===== config.mk =====
export PLATFORM = sky130hd
export DESIGN_NAME = fetch_front
export DESIGN_NICKNAME = d
export VERILOG_FILES = /design/src/logic/fetch_pkg.sv /design/src/logic/fetch_front.sv /design/src/logic/fetch_queue.sv /design/src/logic/fetch_ctrl.sv /design/src/logic/pc_gen.sv /design/src/logic/inflight_counter.sv /design/src/logic/error_monitor.sv
export VERILOG_INCLUDE_DIRS = /design/src /design/src/logic
export SDC_FILE = /design/constraint.sdc
export NUM_CORES = 1
export LEC_CHECK = 0
export BUFFER_PORTS_ARGS = -buffer_cell sky130_fd_sc_hd__buf_2
export CAP_MARGIN = 20
export CORE_MARGIN = 2
export CORE_UTILIZATION = 55
export DETAILED_ROUTE_END_ITERATION = 8
export GPL_ROUTABILITY_DRIVEN = 0
export PLACE_DENSITY = 0.74
export SLEW_MARGIN = 20
export SYNTH_ARGS = -nofsm -noshare
export SYNTH_HDL_FRONTEND = slang
export SYNTH_SLANG_ARGS = --single-unit

===== constraint.sdc =====
create_clock -name clk -period 4.65 [get_ports clk]
set_input_delay 0.465 -clock clk [delete_from_list [all_inputs] [get_ports clk]]
set_output_delay 0.465 -clock clk [all_outputs]
set_load 0.02 [all_outputs]

===== src/logic/fetch_settings.svh =====
// fetch front-end constants
// reset vector, fetch queue depth and the limit on requests in flight

`ifndef FETCH_SETTINGS_SVH
`define FETCH_SETTINGS_SVH

// first fetch address after reset
`define FETCH_RESET_PC 32'h1c00_0000

// entries in the fetch queue, each one instruction
`define FETCH_QUEUE_DEPTH 8

// accepted requests still waiting for data_ok
`define FETCH_MAX_OUTSTANDING 2

`endif

===== src/logic/fetch_pkg.sv =====
// fetch front-end types
// address split, queue entry and fetch state encoding

package fetch_pkg;

    // instruction address and word
    typedef logic [31:0] pc_t;
    typedef logic [31:0] inst_t;

    // one sram beat, two instruction words
    typedef logic [63:0] sram_rdata_t;

    // pc split as seen by the instruction cache
    typedef logic [19:0] sram_tag_t;
    typedef logic [7:0]  sram_index_t;
    typedef logic [3:0]  sram_offset_t;

    typedef struct packed {
        sram_tag_t    tag;     // pc[31:12]
        sram_index_t  index;   // pc[11:4]
        sram_offset_t offset;  // pc[3:0]
    } sram_addr_t;

    // what decode receives
    typedef struct packed {
        pc_t   pc;
        inst_t inst;
    } fetch_entry_t;

    typedef enum logic [1:0] {
        FS_IDLE  = 2'd0,
        FS_FETCH = 2'd1,
        FS_HALT  = 2'd2
    } fetch_state_e;

endpackage


===== src/logic/fetch_front.sv =====
// instruction fetch front end
// issues sram reads, tracks them in order and buffers instructions for decode

`timescale 1ns/1ps
`include "fetch_settings.svh"

module fetch_front (
    input  logic                       clk,
    input  logic                       rst_i,
    // instruction sram
    output logic                       inst_sram_req_o,
    output fetch_pkg::sram_tag_t       inst_sram_tag_o,
    output fetch_pkg::sram_index_t     inst_sram_index_o,
    output fetch_pkg::sram_offset_t    inst_sram_offset_o,
    input  logic                       inst_sram_addr_ok_i,
    input  logic                       inst_sram_data_ok_i,
    input  fetch_pkg::sram_rdata_t     inst_sram_rdata_i,
    // redirect
    input  logic                       flush_i,
    input  fetch_pkg::pc_t             flush_pc_i,
    // decode side
    input  logic                       next_allowin_i,
    output logic                       inst_valid_o,
    output fetch_pkg::fetch_entry_t    inst_entry_o,
    // error reporting
    input  logic                       inst_cache_error_i,
    input  logic                       data_cache_error_i,
    output logic                       error_o
);

    localparam int OUT_W  = $clog2(`FETCH_MAX_OUTSTANDING + 1);
    localparam int FREE_W = $clog2(`FETCH_QUEUE_DEPTH + 1);

    logic                   req;
    logic                   accept;
    fetch_pkg::sram_addr_t  fetch_addr;
    logic [OUT_W-1:0]       outstanding;
    logic [OUT_W-1:0]       discard;
    logic                   keep;
    logic                   orphan;
    logic [FREE_W-1:0]      free_slots;
    logic                   halt;

    // a request is taken when the sram acknowledges the address
    assign accept = req & inst_sram_addr_ok_i;

    assign inst_sram_req_o    = req;
    assign inst_sram_tag_o    = fetch_addr.tag;
    assign inst_sram_index_o  = fetch_addr.index;
    assign inst_sram_offset_o = fetch_addr.offset;
    assign error_o            = halt;

    fetch_ctrl u_fetch_ctrl (
        .clk           (clk),
        .rst_i         (rst_i),
        .halt_i        (halt),
        .flush_i       (flush_i),
        .outstanding_i (outstanding),
        .discard_i     (discard),
        .free_slots_i  (free_slots),
        .req_o         (req)
    );

    pc_gen u_pc_gen (
        .clk          (clk),
        .rst_i        (rst_i),
        .accept_i     (accept),
        .flush_i      (flush_i),
        .flush_pc_i   (flush_pc_i),
        .fetch_addr_o (fetch_addr)
    );

    inflight_counter #(
        .MAX_OUTSTANDING (`FETCH_MAX_OUTSTANDING)
    ) u_inflight_counter (
        .clk           (clk),
        .rst_i         (rst_i),
        .accept_i      (accept),
        .data_ok_i     (inst_sram_data_ok_i),
        .flush_i       (flush_i),
        .outstanding_o (outstanding),
        .discard_o     (discard),
        .keep_o        (keep),
        .orphan_o      (orphan)
    );

    fetch_queue #(
        .DEPTH (`FETCH_QUEUE_DEPTH)
    ) u_fetch_queue (
        .clk            (clk),
        .rst_i          (rst_i),
        .accept_i       (accept),
        .fetch_addr_i   (fetch_addr),
        .keep_i         (keep),
        .data_ok_i      (inst_sram_data_ok_i),
        .rdata_i        (inst_sram_rdata_i),
        .flush_i        (flush_i),
        .next_allowin_i (next_allowin_i),
        .free_slots_o   (free_slots),
        .inst_valid_o   (inst_valid_o),
        .inst_entry_o   (inst_entry_o)
    );

    error_monitor u_error_monitor (
        .clk                (clk),
        .rst_i              (rst_i),
        .inst_cache_error_i (inst_cache_error_i),
        .data_cache_error_i (data_cache_error_i),
        .orphan_i           (orphan),
        .error_o            (halt)
    );

endmodule


===== src/logic/fetch_queue.sv =====
// fetch queue
// pairs each response with its request pc, writes up to two entries,
// hands them to decode one per cycle

`timescale 1ns/1ps
`include "fetch_settings.svh"

module fetch_queue #(
    parameter int DEPTH = `FETCH_QUEUE_DEPTH
) (
    input  logic                         clk,
    input  logic                         rst_i,
    input  logic                         accept_i,
    input  fetch_pkg::sram_addr_t        fetch_addr_i,
    input  logic                         keep_i,
    input  logic                         data_ok_i,
    input  fetch_pkg::sram_rdata_t       rdata_i,
    input  logic                         flush_i,
    input  logic                         next_allowin_i,
    output logic [$clog2(DEPTH + 1)-1:0] free_slots_o,
    output logic                         inst_valid_o,
    output fetch_pkg::fetch_entry_t      inst_entry_o
);

    localparam int CW        = $clog2(DEPTH + 1);
    localparam int AW        = (DEPTH > 1) ? $clog2(DEPTH) : 1;
    localparam int REQ_DEPTH = `FETCH_MAX_OUTSTANDING;
    localparam int RW        = (REQ_DEPTH > 1) ? $clog2(REQ_DEPTH) : 1;

    // request pcs, oldest at req_rd_q
    fetch_pkg::pc_t          req_pc_mem [REQ_DEPTH];
    logic [RW-1:0]           req_wr_q;
    logic [RW-1:0]           req_rd_q;

    fetch_pkg::fetch_entry_t entry_mem [DEPTH];
    logic [AW-1:0]           head_q;
    logic [AW-1:0]           tail_q;
    logic [AW-1:0]           tail_nxt;
    logic [AW-1:0]           tail_nxt2;
    logic [CW-1:0]           count_q;

    fetch_pkg::pc_t          resp_pc;
    fetch_pkg::pc_t          resp_base;
    fetch_pkg::fetch_entry_t wr_first;
    fetch_pkg::fetch_entry_t wr_second;
    logic                    wr_en;
    logic [1:0]              wr_cnt;
    logic                    pop;

    assign wr_en = data_ok_i & keep_i;
    assign pop   = inst_valid_o & next_allowin_i;

    assign resp_pc   = req_pc_mem[req_rd_q];
    assign resp_base = {resp_pc[31:3], 3'b000};

    // low word is the aligned pc, high word is pc + 4
    always_comb begin
        if (resp_pc[2]) begin
            wr_first.pc    = resp_pc;
            wr_first.inst  = rdata_i[63:32];
            wr_second      = wr_first;
            wr_cnt         = wr_en ? 2'd1 : 2'd0;
        end else begin
            wr_first.pc    = resp_base;
            wr_first.inst  = rdata_i[31:0];
            wr_second.pc   = resp_base + 32'd4;
            wr_second.inst = rdata_i[63:32];
            wr_cnt         = wr_en ? 2'd2 : 2'd0;
        end
    end

    assign tail_nxt  = (tail_q == AW'(DEPTH - 1)) ? '0 : tail_q + 1'b1;
    assign tail_nxt2 = (tail_nxt == AW'(DEPTH - 1)) ? '0 : tail_nxt + 1'b1;

    // storage
    always_ff @(posedge clk) begin
        if (accept_i) begin
            req_pc_mem[req_wr_q] <= {fetch_addr_i.tag, fetch_addr_i.index, fetch_addr_i.offset};
        end
        if (wr_cnt != 2'd0) begin
            entry_mem[tail_q] <= wr_first;
        end
        if (wr_cnt == 2'd2) begin
            entry_mem[tail_nxt] <= wr_second;
        end
    end

    always_ff @(posedge clk) begin
        if (rst_i || flush_i) begin
            req_wr_q <= '0;
            req_rd_q <= '0;
            head_q   <= '0;
            tail_q   <= '0;
            count_q  <= '0;
        end else begin
            if (accept_i) begin
                req_wr_q <= (req_wr_q == RW'(REQ_DEPTH - 1)) ? '0 : req_wr_q + 1'b1;
            end
            if (wr_en) begin
                req_rd_q <= (req_rd_q == RW'(REQ_DEPTH - 1)) ? '0 : req_rd_q + 1'b1;
            end
            if (wr_cnt == 2'd1) begin
                tail_q <= tail_nxt;
            end else if (wr_cnt == 2'd2) begin
                tail_q <= tail_nxt2;
            end
            if (pop) begin
                head_q <= (head_q == AW'(DEPTH - 1)) ? '0 : head_q + 1'b1;
            end
            count_q <= count_q + CW'(wr_cnt) - CW'(pop);
        end
    end

    assign free_slots_o = CW'(DEPTH) - count_q;
    assign inst_valid_o = (count_q != '0);
    assign inst_entry_o = entry_mem[head_q];

endmodule


===== src/logic/fetch_ctrl.sv =====
// fetch control FSM
// decides when a read request may go out and stops fetching on error

`timescale 1ns/1ps
`include "fetch_settings.svh"

module fetch_ctrl (
    input  logic                                          clk,
    input  logic                                          rst_i,
    input  logic                                          halt_i,
    input  logic                                          flush_i,
    input  logic [$clog2(`FETCH_MAX_OUTSTANDING + 1)-1:0] outstanding_i,
    input  logic [$clog2(`FETCH_MAX_OUTSTANDING + 1)-1:0] discard_i,
    input  logic [$clog2(`FETCH_QUEUE_DEPTH + 1)-1:0]     free_slots_i,
    output logic                                          req_o
);

    fetch_pkg::fetch_state_e state_q;
    fetch_pkg::fetch_state_e state_d;

    logic room_ok;
    logic slot_ok;

    always_comb begin
        state_d = state_q;
        case (state_q)
            fetch_pkg::FS_IDLE: begin
                // one quiet cycle after reset
                state_d = halt_i ? fetch_pkg::FS_HALT : fetch_pkg::FS_FETCH;
            end
            fetch_pkg::FS_FETCH: begin
                if (halt_i) begin
                    state_d = fetch_pkg::FS_HALT;
                end
            end
            default: begin
                // only reset leaves halt
                state_d = fetch_pkg::FS_HALT;
            end
        endcase
    end

    always_ff @(posedge clk) begin
        if (rst_i) begin
            state_q <= fetch_pkg::FS_IDLE;
        end else begin
            state_q <= state_d;
        end
    end

    // every request in flight may still bring two words,
    // so the new one needs its own two slots on top of those
    assign slot_ok = int'(free_slots_i) >= 2 * int'(outstanding_i) + 2;
    assign room_ok = int'(outstanding_i) < `FETCH_MAX_OUTSTANDING;

    // halt_i is checked here too so req drops in the cycle error_o rises
    assign req_o = (state_q == fetch_pkg::FS_FETCH) && !halt_i && !flush_i &&
                   room_ok && (discard_i == '0) && slot_ok;

endmodule


===== src/logic/pc_gen.sv =====
// fetch pc register
// steps by one 8-byte pair per accepted request, reloads on flush

`timescale 1ns/1ps
`include "fetch_settings.svh"

module pc_gen (
    input  logic                  clk,
    input  logic                  rst_i,
    input  logic                  accept_i,
    input  logic                  flush_i,
    input  fetch_pkg::pc_t        flush_pc_i,
    output fetch_pkg::sram_addr_t fetch_addr_o
);

    fetch_pkg::pc_t pc_q;
    fetch_pkg::pc_t pc_seq;

    // next pair always starts 8-aligned, even after an odd flush target
    assign pc_seq = {pc_q[31:3], 3'b000} + 32'd8;

    always_ff @(posedge clk) begin
        if (rst_i) begin
            pc_q <= `FETCH_RESET_PC;
        end else if (flush_i) begin
            pc_q <= flush_pc_i;
        end else if (accept_i) begin
            pc_q <= pc_seq;
        end
    end

    // cache address fields
    assign fetch_addr_o.tag    = pc_q[31:12];
    assign fetch_addr_o.index  = pc_q[11:4];
    assign fetch_addr_o.offset = pc_q[3:0];

endmodule


===== src/logic/inflight_counter.sv =====
// in-flight request tracking
// counts requests awaiting data and responses to throw away after a flush

`timescale 1ns/1ps
`include "fetch_settings.svh"

module inflight_counter #(
    parameter int MAX_OUTSTANDING = `FETCH_MAX_OUTSTANDING
) (
    input  logic                                   clk,
    input  logic                                   rst_i,
    input  logic                                   accept_i,
    input  logic                                   data_ok_i,
    input  logic                                   flush_i,
    output logic [$clog2(MAX_OUTSTANDING + 1)-1:0] outstanding_o,
    output logic [$clog2(MAX_OUTSTANDING + 1)-1:0] discard_o,
    output logic                                   keep_o,
    output logic                                   orphan_o
);

    localparam int CW = $clog2(MAX_OUTSTANDING + 1);

    logic [CW-1:0] outstanding_q;
    logic [CW-1:0] outstanding_d;
    logic [CW-1:0] discard_q;
    logic [CW-1:0] discard_d;
    logic [CW:0]   pending;

    // everything the sram still owes us
    assign pending = {1'b0, discard_q} + {1'b0, outstanding_q};

    always_comb begin
        outstanding_d = outstanding_q;
        discard_d     = discard_q;
        if (flush_i) begin
            // a response landing in the flush cycle is already gone
            outstanding_d = '0;
            discard_d     = CW'(pending - (data_ok_i && pending != '0));
        end else begin
            if (data_ok_i) begin
                // discarded responses are always the oldest ones
                if (discard_q != '0) begin
                    discard_d = discard_q - 1'b1;
                end else if (outstanding_q != '0) begin
                    outstanding_d = outstanding_q - 1'b1;
                end
            end
            if (accept_i) begin
                outstanding_d = outstanding_d + 1'b1;
            end
        end
    end

    always_ff @(posedge clk) begin
        if (rst_i) begin
            outstanding_q <= '0;
            discard_q     <= '0;
        end else begin
            outstanding_q <= outstanding_d;
            discard_q     <= discard_d;
        end
    end

    assign outstanding_o = outstanding_q;
    assign discard_o     = discard_q;

    // a response now would belong to a live request
    assign keep_o   = !flush_i && (discard_q == '0) && (outstanding_q != '0);
    assign orphan_o = data_ok_i && (pending == '0);

endmodule


===== src/logic/error_monitor.sv =====
// sticky CPU error flag
// any cache error or unexpected response stops fetch until reset

`timescale 1ns/1ps

module error_monitor (
    input  logic clk,
    input  logic rst_i,
    input  logic inst_cache_error_i,
    input  logic data_cache_error_i,
    input  logic orphan_i,
    output logic error_o
);

    logic error_q;

    always_ff @(posedge clk) begin
        if (rst_i) begin
            error_q <= 1'b0;
        end else begin
            // never cleared once set
            error_q <= error_q | inst_cache_error_i | data_cache_error_i | orphan_i;
        end
    end

    assign error_o = error_q;

endmodule


# --- Yosys cells after proc, flatten, opt, wreduce, memory -nomap -nowiden ---
# Memories as Yosys holds them, arrays and structs flattened. A register that Yosys moved wholly into a read port is not among the register bits.
# Cells that the tools add are included.
totals:
  register_bits: 51
  latchBits: 0
  ram_bits: 576
  rom_bits: 0
  inputBits: 104
  output_inout_bits: 99
  word_cells: 104
  n_memories: 2
memory_table:
  columns: ["name", "depth", "width", "rd", "rd_clocked_by_memory_dff", "wr", "line", "source"]
  rows:
  - ["u_fetch_queue.entry_mem", 8, 64, 1, 1, 2, "fetch_queue.sv:35", "fetch_pkg::fetch_entry_t entry_mem [DEPTH];"]
  - ["u_fetch_queue.req_pc_mem", 2, 32, 1, 1, 1, "fetch_queue.sv:31", "fetch_pkg::pc_t req_pc_mem [REQ_DEPTH];"]
op_classes:
  addsub: 16
  multipliers: 0
  n_div: 0
  order_cmp: 2
  eq_ne: 7
  n_shift: 0
  muxes: 35
  bitwise: 6
  n_reduce_logical: 26
ops:
  columns: ["op", "n"]
  rows:
  - ["$mux 32", 2]
  - ["$mux 64", 1]
  - ["$mux 35", 1]
  - ["$add 32x3->32 const B", 1]
  - ["$add 32x4->32 const B", 1]
  - ["$ge 5x32->1", 1]
  - ["$mux 2", 12]
  - ["$mux 3", 7]
  - ["$reduce_bool 2->1", 7]
  - ["$mux 1", 11]
  - ["$add 3x1->3 const B", 3]
  - ["$eq 3x3->1 const B", 3]
  - ["$logic_and 1x1->1", 9]
  - ["$add 3x2->4 const B", 1]
  - ["$add 4x2->4", 1]
  - ["$eq 2x1->1 const B", 2]
  - ["$logic_not 2->1", 2]
  - ["$pmux 2 s2", 1]
  - ["$reduce_bool 4->1", 1]
  - ["$sub 2x1->2 const B", 2]
  - ["$sub 4x1->4", 1]
  - ["$sub 4x4->4 const A", 1]
  - ["$add 2x2->3", 1]
  - ["$and 1x1->1", 3]
  - ["13 further kinds", 17]

# --- Logic depth before layout (Yosys ltp) ---
logic_depth:
  depth_word: 9
  depth_mapped: 13
  mapped_depth_nobuf: 12

# --- Modules after synthesis ---
# From an unflattened synthesis, not the netlist that was laid out.
unflattened:
  cells_unflattened: 2093
  area_unflattened_um2: 29440.7
by_module_without_submodules:
  columns: ["mod", "instances", "cells_per_inst", "area_each_um2", "seq_area_each_um2"]
  rows:
  - ["fetch_queue", 1, 1800, 27061.0, 17536.8]
  - ["pc_gen", 1, 229, 1840.5, 640.6]
  - ["inflight_counter", 1, 39, 332.8, 80.1]
  - ["fetch_ctrl", 1, 21, 170.2, 40.0]
  - ["error_monitor", 1, 3, 30.0, 20.0]
  - ["fetch_front", 1, 1, 6.3, 0.0]

# --- Least setup slack after synthesis ---
# No wires, ideal clock.
synth_path:
  path_kind: "reg-to-reg"
  startpoint: "register u_inflight_counter.outstanding_q[1], in the netlist u_inflight_counter.outstanding_o[1]"
  endpoint: "memory u_fetch_queue.req_pc_mem[0][0] (netlist bit), enable pin"
  arrival_time_ps: 3119
  path_slack_ps: 1110
  stages_incl_launch_ff: 10
  path_buffers: 1
  synth_period_minus_slack_ps: 3540
  cell_sequence: "dfxtp_1 > inv_1 > ha_1 > inv_1 > ha_1 > o21ai_0 > a31oi_2 > o21ai_2 > buf_2 > nor2_1"
synth_between:
  elab_chain_cells: 7
  word_cells_on_any_way: 9
  classes_between: "1 x add/sub; 2 x order compare; 2 x mux; 1 x bitwise; 3 x reduce/logical"
synth_rtl:
  columns: ["element", "line", "source"]
  rows:
  - ["start: declaration", "inflight_counter.sv:23", "logic [CW-1:0] outstanding_q;"]
  - ["start signal: assignment", "inflight_counter.sv:59", "outstanding_q <= outstanding_d;"]
  - ["branches (longest 3 deep; another with $ge 5x32->1)", null, null]
  - ["$logic_and 1x1->1 *", "fetch_ctrl.sv:58", "room_ok && (discard_i == '0) && slot_ok;"]
  - ["$and 1x1->1 *", "fetch_front.sv:45", "assign accept = req & inst_sram_addr_ok_i;"]
  - ["$mux 1 *", "fetch_queue.sv:77", "if (accept_i) begin"]
  - ["$mux 1 (implied by the code) *", "fetch_queue.sv:78", "req_pc_mem[req_wr_q] <= {fetch_addr_i.tag, fetch_addr_i.index, fetch_addr_i.offset};"]
  - ["end: declaration", "fetch_queue.sv:31", null]
# Every way passes the cells marked *.

==> flow_metrics.py <==
metrics = {
    "critical_path": {
        "r2r-start": "u_inflight_counter.outstanding_o[1]$_SDFF_PP0_",
        "critPathMaxFanout": 35,
        "worstSetupEndpointType": "primary output",
        "cpPeakStageDelay_ns": 0.88,
        "crit_type": "flop to primary output",
        "arrival_ns": 3.04,
        "ff2ff_setup_slack_ns": 1.28,
        "cp_slowest_cell": "dfxtp_4",
        "startpoint_type": "flop",
        "critPathTopFamily": "flip-flops",
        "required_ns": 4.18,
        "critical_path_buf_inv_count": 2,
        "r2r_cells": 7,
        "r2r-end": "u_fetch_queue.entry_mem[5][24]$_DFFE_PP_",
        "crit_chain": "buf_4 > mux4_2 > mux2_2 > buf_2",
    },
    "job": {
        "max_cap_viol_count": 0,
    },
    "min_path": {
        "whs_path_depth": 3,
        "hold_end": "u_error_monitor.error_o$_SDFF_PP0_",
        "min_from": "inst_cache_error_i",
        "holdCritPathClass": "primary input to flop",
    },
    "cells_and_area": {
        "fill_cells": 3807,
        "register_area_sq_um": 18330,
        "nets": 2352,
        "antenna_cells": 0,
        "postLayoutCellArea_sq_um": 32480,
        "fin_cells": 2963,
        "multi_input_area_sq_um": 9651,
        "drive_gt1_frac": 0.2563,
        "area_growth_pct": 12.33,
        "final_util": 0.6219,
    },
    "timing": {
        "hold_viol_final": 0,
        "setup_violations": 0,
        "fmax_mhz": 285.6,
        "tightest_slew_ns": 1.070,
        "fin_crit_ns": 3.501,
        "fin_crit_sh": 0.7529,
        "rsz0062_at_grt": "no",
        "finalClockSkew_ns": 0.02091,
        "slew_viol_final": 0,
        "slew_headroom": 0.2864,
        "fin_setup_tns_ns": 0,
    },
    "cts": {
        "clock_path_buffers": 3,
        "clkLatencyLatePin_ns": 0.63,
        "cts_setup_buffers": 0,
        "cts_root_buf": "clkbuf_16",
        "h-tree-depth": 2,
        "cts_tree": "done",
        "post_cts_resized": 0,
        "cts_hold_buf": 0,
        "clkTransAtPathRegs_ns": 0.06,
        "cts_buffers": 61,
        "numClockSinks": 631,
    },
    "die": {
        "start_util": 0.5536,
        "core_area_sq_um": 52240,
        "die-width_microns": 233.3,
        "ioPinCount": 203,
        "die-area_sq_um": 54430,
        "rows": 84,
        "die-height_microns": 233.3,
    },
    "global_route": {
        "grt_pass1_vias": 19090,
        "grt.overflow.total": 0,
        "grt_max_degree": 62,
        "antenna_found_initial": 0,
        "grt_pass1_wl_mm": 112.4,
        "track_usage": 0.2740,
    },
    "routing": {
        "routedWlPerCell_microns": 25.00,
        "wl_mm": 74.08,
        "drt_iter0_markers": 1833,
        "first_pass_iters": 6,
        "drcViolationCount": 0,
        "via_count": 18850,
        "via_per_inst": 6.362,
        "ant_nets": 0,
    },
    "synthesis": {
        "synth-seq-area-share": 0.6334,
        "synth_edf_count": 568,
        "synthArstFlopShare": 0,
        "ys_warn_count": 0,
        "syn_inst": 2084,
        "avgSynthCellArea_sq_um": 13.88,
        "synth_top_area_share": 0.5898,
        "yosys.area.top_type": "edfxtp_1",
        "synthesis.area_sq_um": 28920,
        "synth-seq-cells": 631,
        "syn_nets": 2213,
        "synthTopCellsByCount": "568 x edfxtp_1, 277 x nor2_1, 211 x nand2_1",
        "synth_most_common_cell": "edfxtp_1",
        "synth-main-ff-cell": "edfxtp_1",
        "yosysUniqueCellTypes": 70,
        "ys_top_cells_by_area": "edfxtp_1 59%, mux4_2 10%, dfxtp_1 4.4%, o2bb2ai_1 3.9%, nor2_1 3.6%",
    },
    "place": {
        "place_inst": 2848,
        "hpwl_mm": 43.06,
        "portBuffers": 202,
        "postPlaceCellArea_sq_um": 30490,
    },
    "status": {
        "status": "finished, final reports clean",
    },
    "pwr": {
        "ir_worst_vdd_uv": 345.8,
        "powerDensity_nw_per_um2": 367.5,
        "leakage_uw": 0.01094,
    },
}
-- logic make-up (layout without fill, tap and decap cells) --
| family | after synthesis | in the layout | share of synthesized area |
|---|---|---|---|
| flip-flops | 631 | 631 | 0.6334 |
| AND/OR/NAND/NOR | 598 | 598 | 0.08921 |
| AO/OA/AOI/OAI | 376 | 376 | 0.09172 |
| multiplexers | 226 | 226 | 0.1365 |
| buffers and inverters | 215 | 406 | 0.03392 |
| adder cells (fa/ha/maj) | 25 | 25 | 0.01134 |
| XOR/XNOR | 13 | 13 | 0.003937 |
-- worst max-delay path by stage --
stage                                                   start                                        to  slack (ns)  cells past startpoint
6_report                                                 flop                          inst_entry_o[49]        1.15                      4
5_1_grt                                                  flop                          inst_entry_o[49]        0.95                      4
4_1_cts                                                  flop                          inst_entry_o[49]        1.05                      4
3_5_place_dp   u_inflight_counter.outstanding_o[0]$_SDFF_PP0_  u_fetch_queue.entry_mem[5][21]$_DFFE_PP_        1.32                      7
3_3_place_gp   u_inflight_counter.outstanding_o[1]$_SDFF_PP0_  u_fetch_queue.entry_mem[5][21]$_DFFE_PP_        1.35                      7
2_1_floorplan  u_inflight_counter.outstanding_o[1]$_SDFF_PP0_  u_fetch_queue.req_pc_mem[0][0]$_DFFE_PP_        1.11                      9
-- registers in the layout, summed over array words and instances (netlist names), named ones only --
register,cells
u_error_monitor.error_o,1
u_fetch_ctrl.state_q,2
u_fetch_queue.count_q,4
u_fetch_queue.entry_mem,512
u_fetch_queue.head_q,3
u_fetch_queue.req_pc_mem,64
u_fetch_queue.req_rd_q,1
u_fetch_queue.req_wr_q,1
u_fetch_queue.tail_q,3
u_inflight_counter.discard_o,2
u_inflight_counter.outstanding_o,2
u_pc_gen.fetch_addr_o,32
-- placed cells by master, fill, tap and decap left out, types with 12 or more instances in the layout --
cell type	netlist	final
a21oi_1	23	22
buf_2	49	202
buf_4	30	41
clkbuf_16	0	62
clkinv_2	0	16
dfxtp_1	63	59
edfxtp_1	568	568
ha_1	23	23
inv_1	38	30
mux2_2	66	66
mux2i_1	32	31
mux4_2	128	128
nand2_1	211	211
nand2b_1	12	12
nand3_1	16	16
nand4_1	12	12
nor2_1	277	276
nor3_1	16	16
o21ai_0	120	120
o21ai_1	14	13
o2bb2ai_1	129	129
-- power by group --
part / switching (uW) / internal, uW
clock network: 2140 / 2780
registers: 81.0 / 6130
logic: 465 / 339
total: 2690 / 9250
-- worst reg2reg max path, cell delays in order (launching register included) --
cell and delay (ns):
dfxtp_1 0.49, inv_1 0.08, ha_1 0.19, and4bb_1 0.35, nand4_1 0.30, o21a_1 0.31
inv_2 0.62, buf_4 0.63
-- per-layer routing --
| layer | global-route usage | wire (microns) | vias up |
|---|---|---|---|
| li1 | - | - | 8217 |
| met1 | 0.3717 | 28550 | 9394 |
| met2 | 0.4542 | 36470 | 1100 |
| met3 | 0.05054 | 7189 | 141 |
| met4 | 0.08121 | 1864 | 0 |
| met5 | 0 | 0 | - |
-- layout make-up --
class                           instances  share of cell area
Timing Repair Buffer                  252             0.04614
Clock buffer                           80             0.05200
Clock inverter                         35            0.009475
Tap cell                              688             0.02650
Inverter                               39            0.004507
Multi-Input combinational cell       1238              0.2971
Sequential cell                       631              0.5643
-- through the flow --
| step | total power [uW] | worst slack (ns) | hold slack (ns) |
|---|---|---|---|
| global route | 12270 | 0.9516 | 0.06852 |
| finish | 11940 | 1.149 | 0.06121 |
| detailed placement | 7140 | 1.315 | 0.4157 |
| floorplan | 6890 | 1.110 | 0.4021 |
| CTS | 11990 | 1.052 | 0.03727 |
| global placement | 7118 | 1.353 | 0.4120 |
Power figures use the tool's default switching activity.
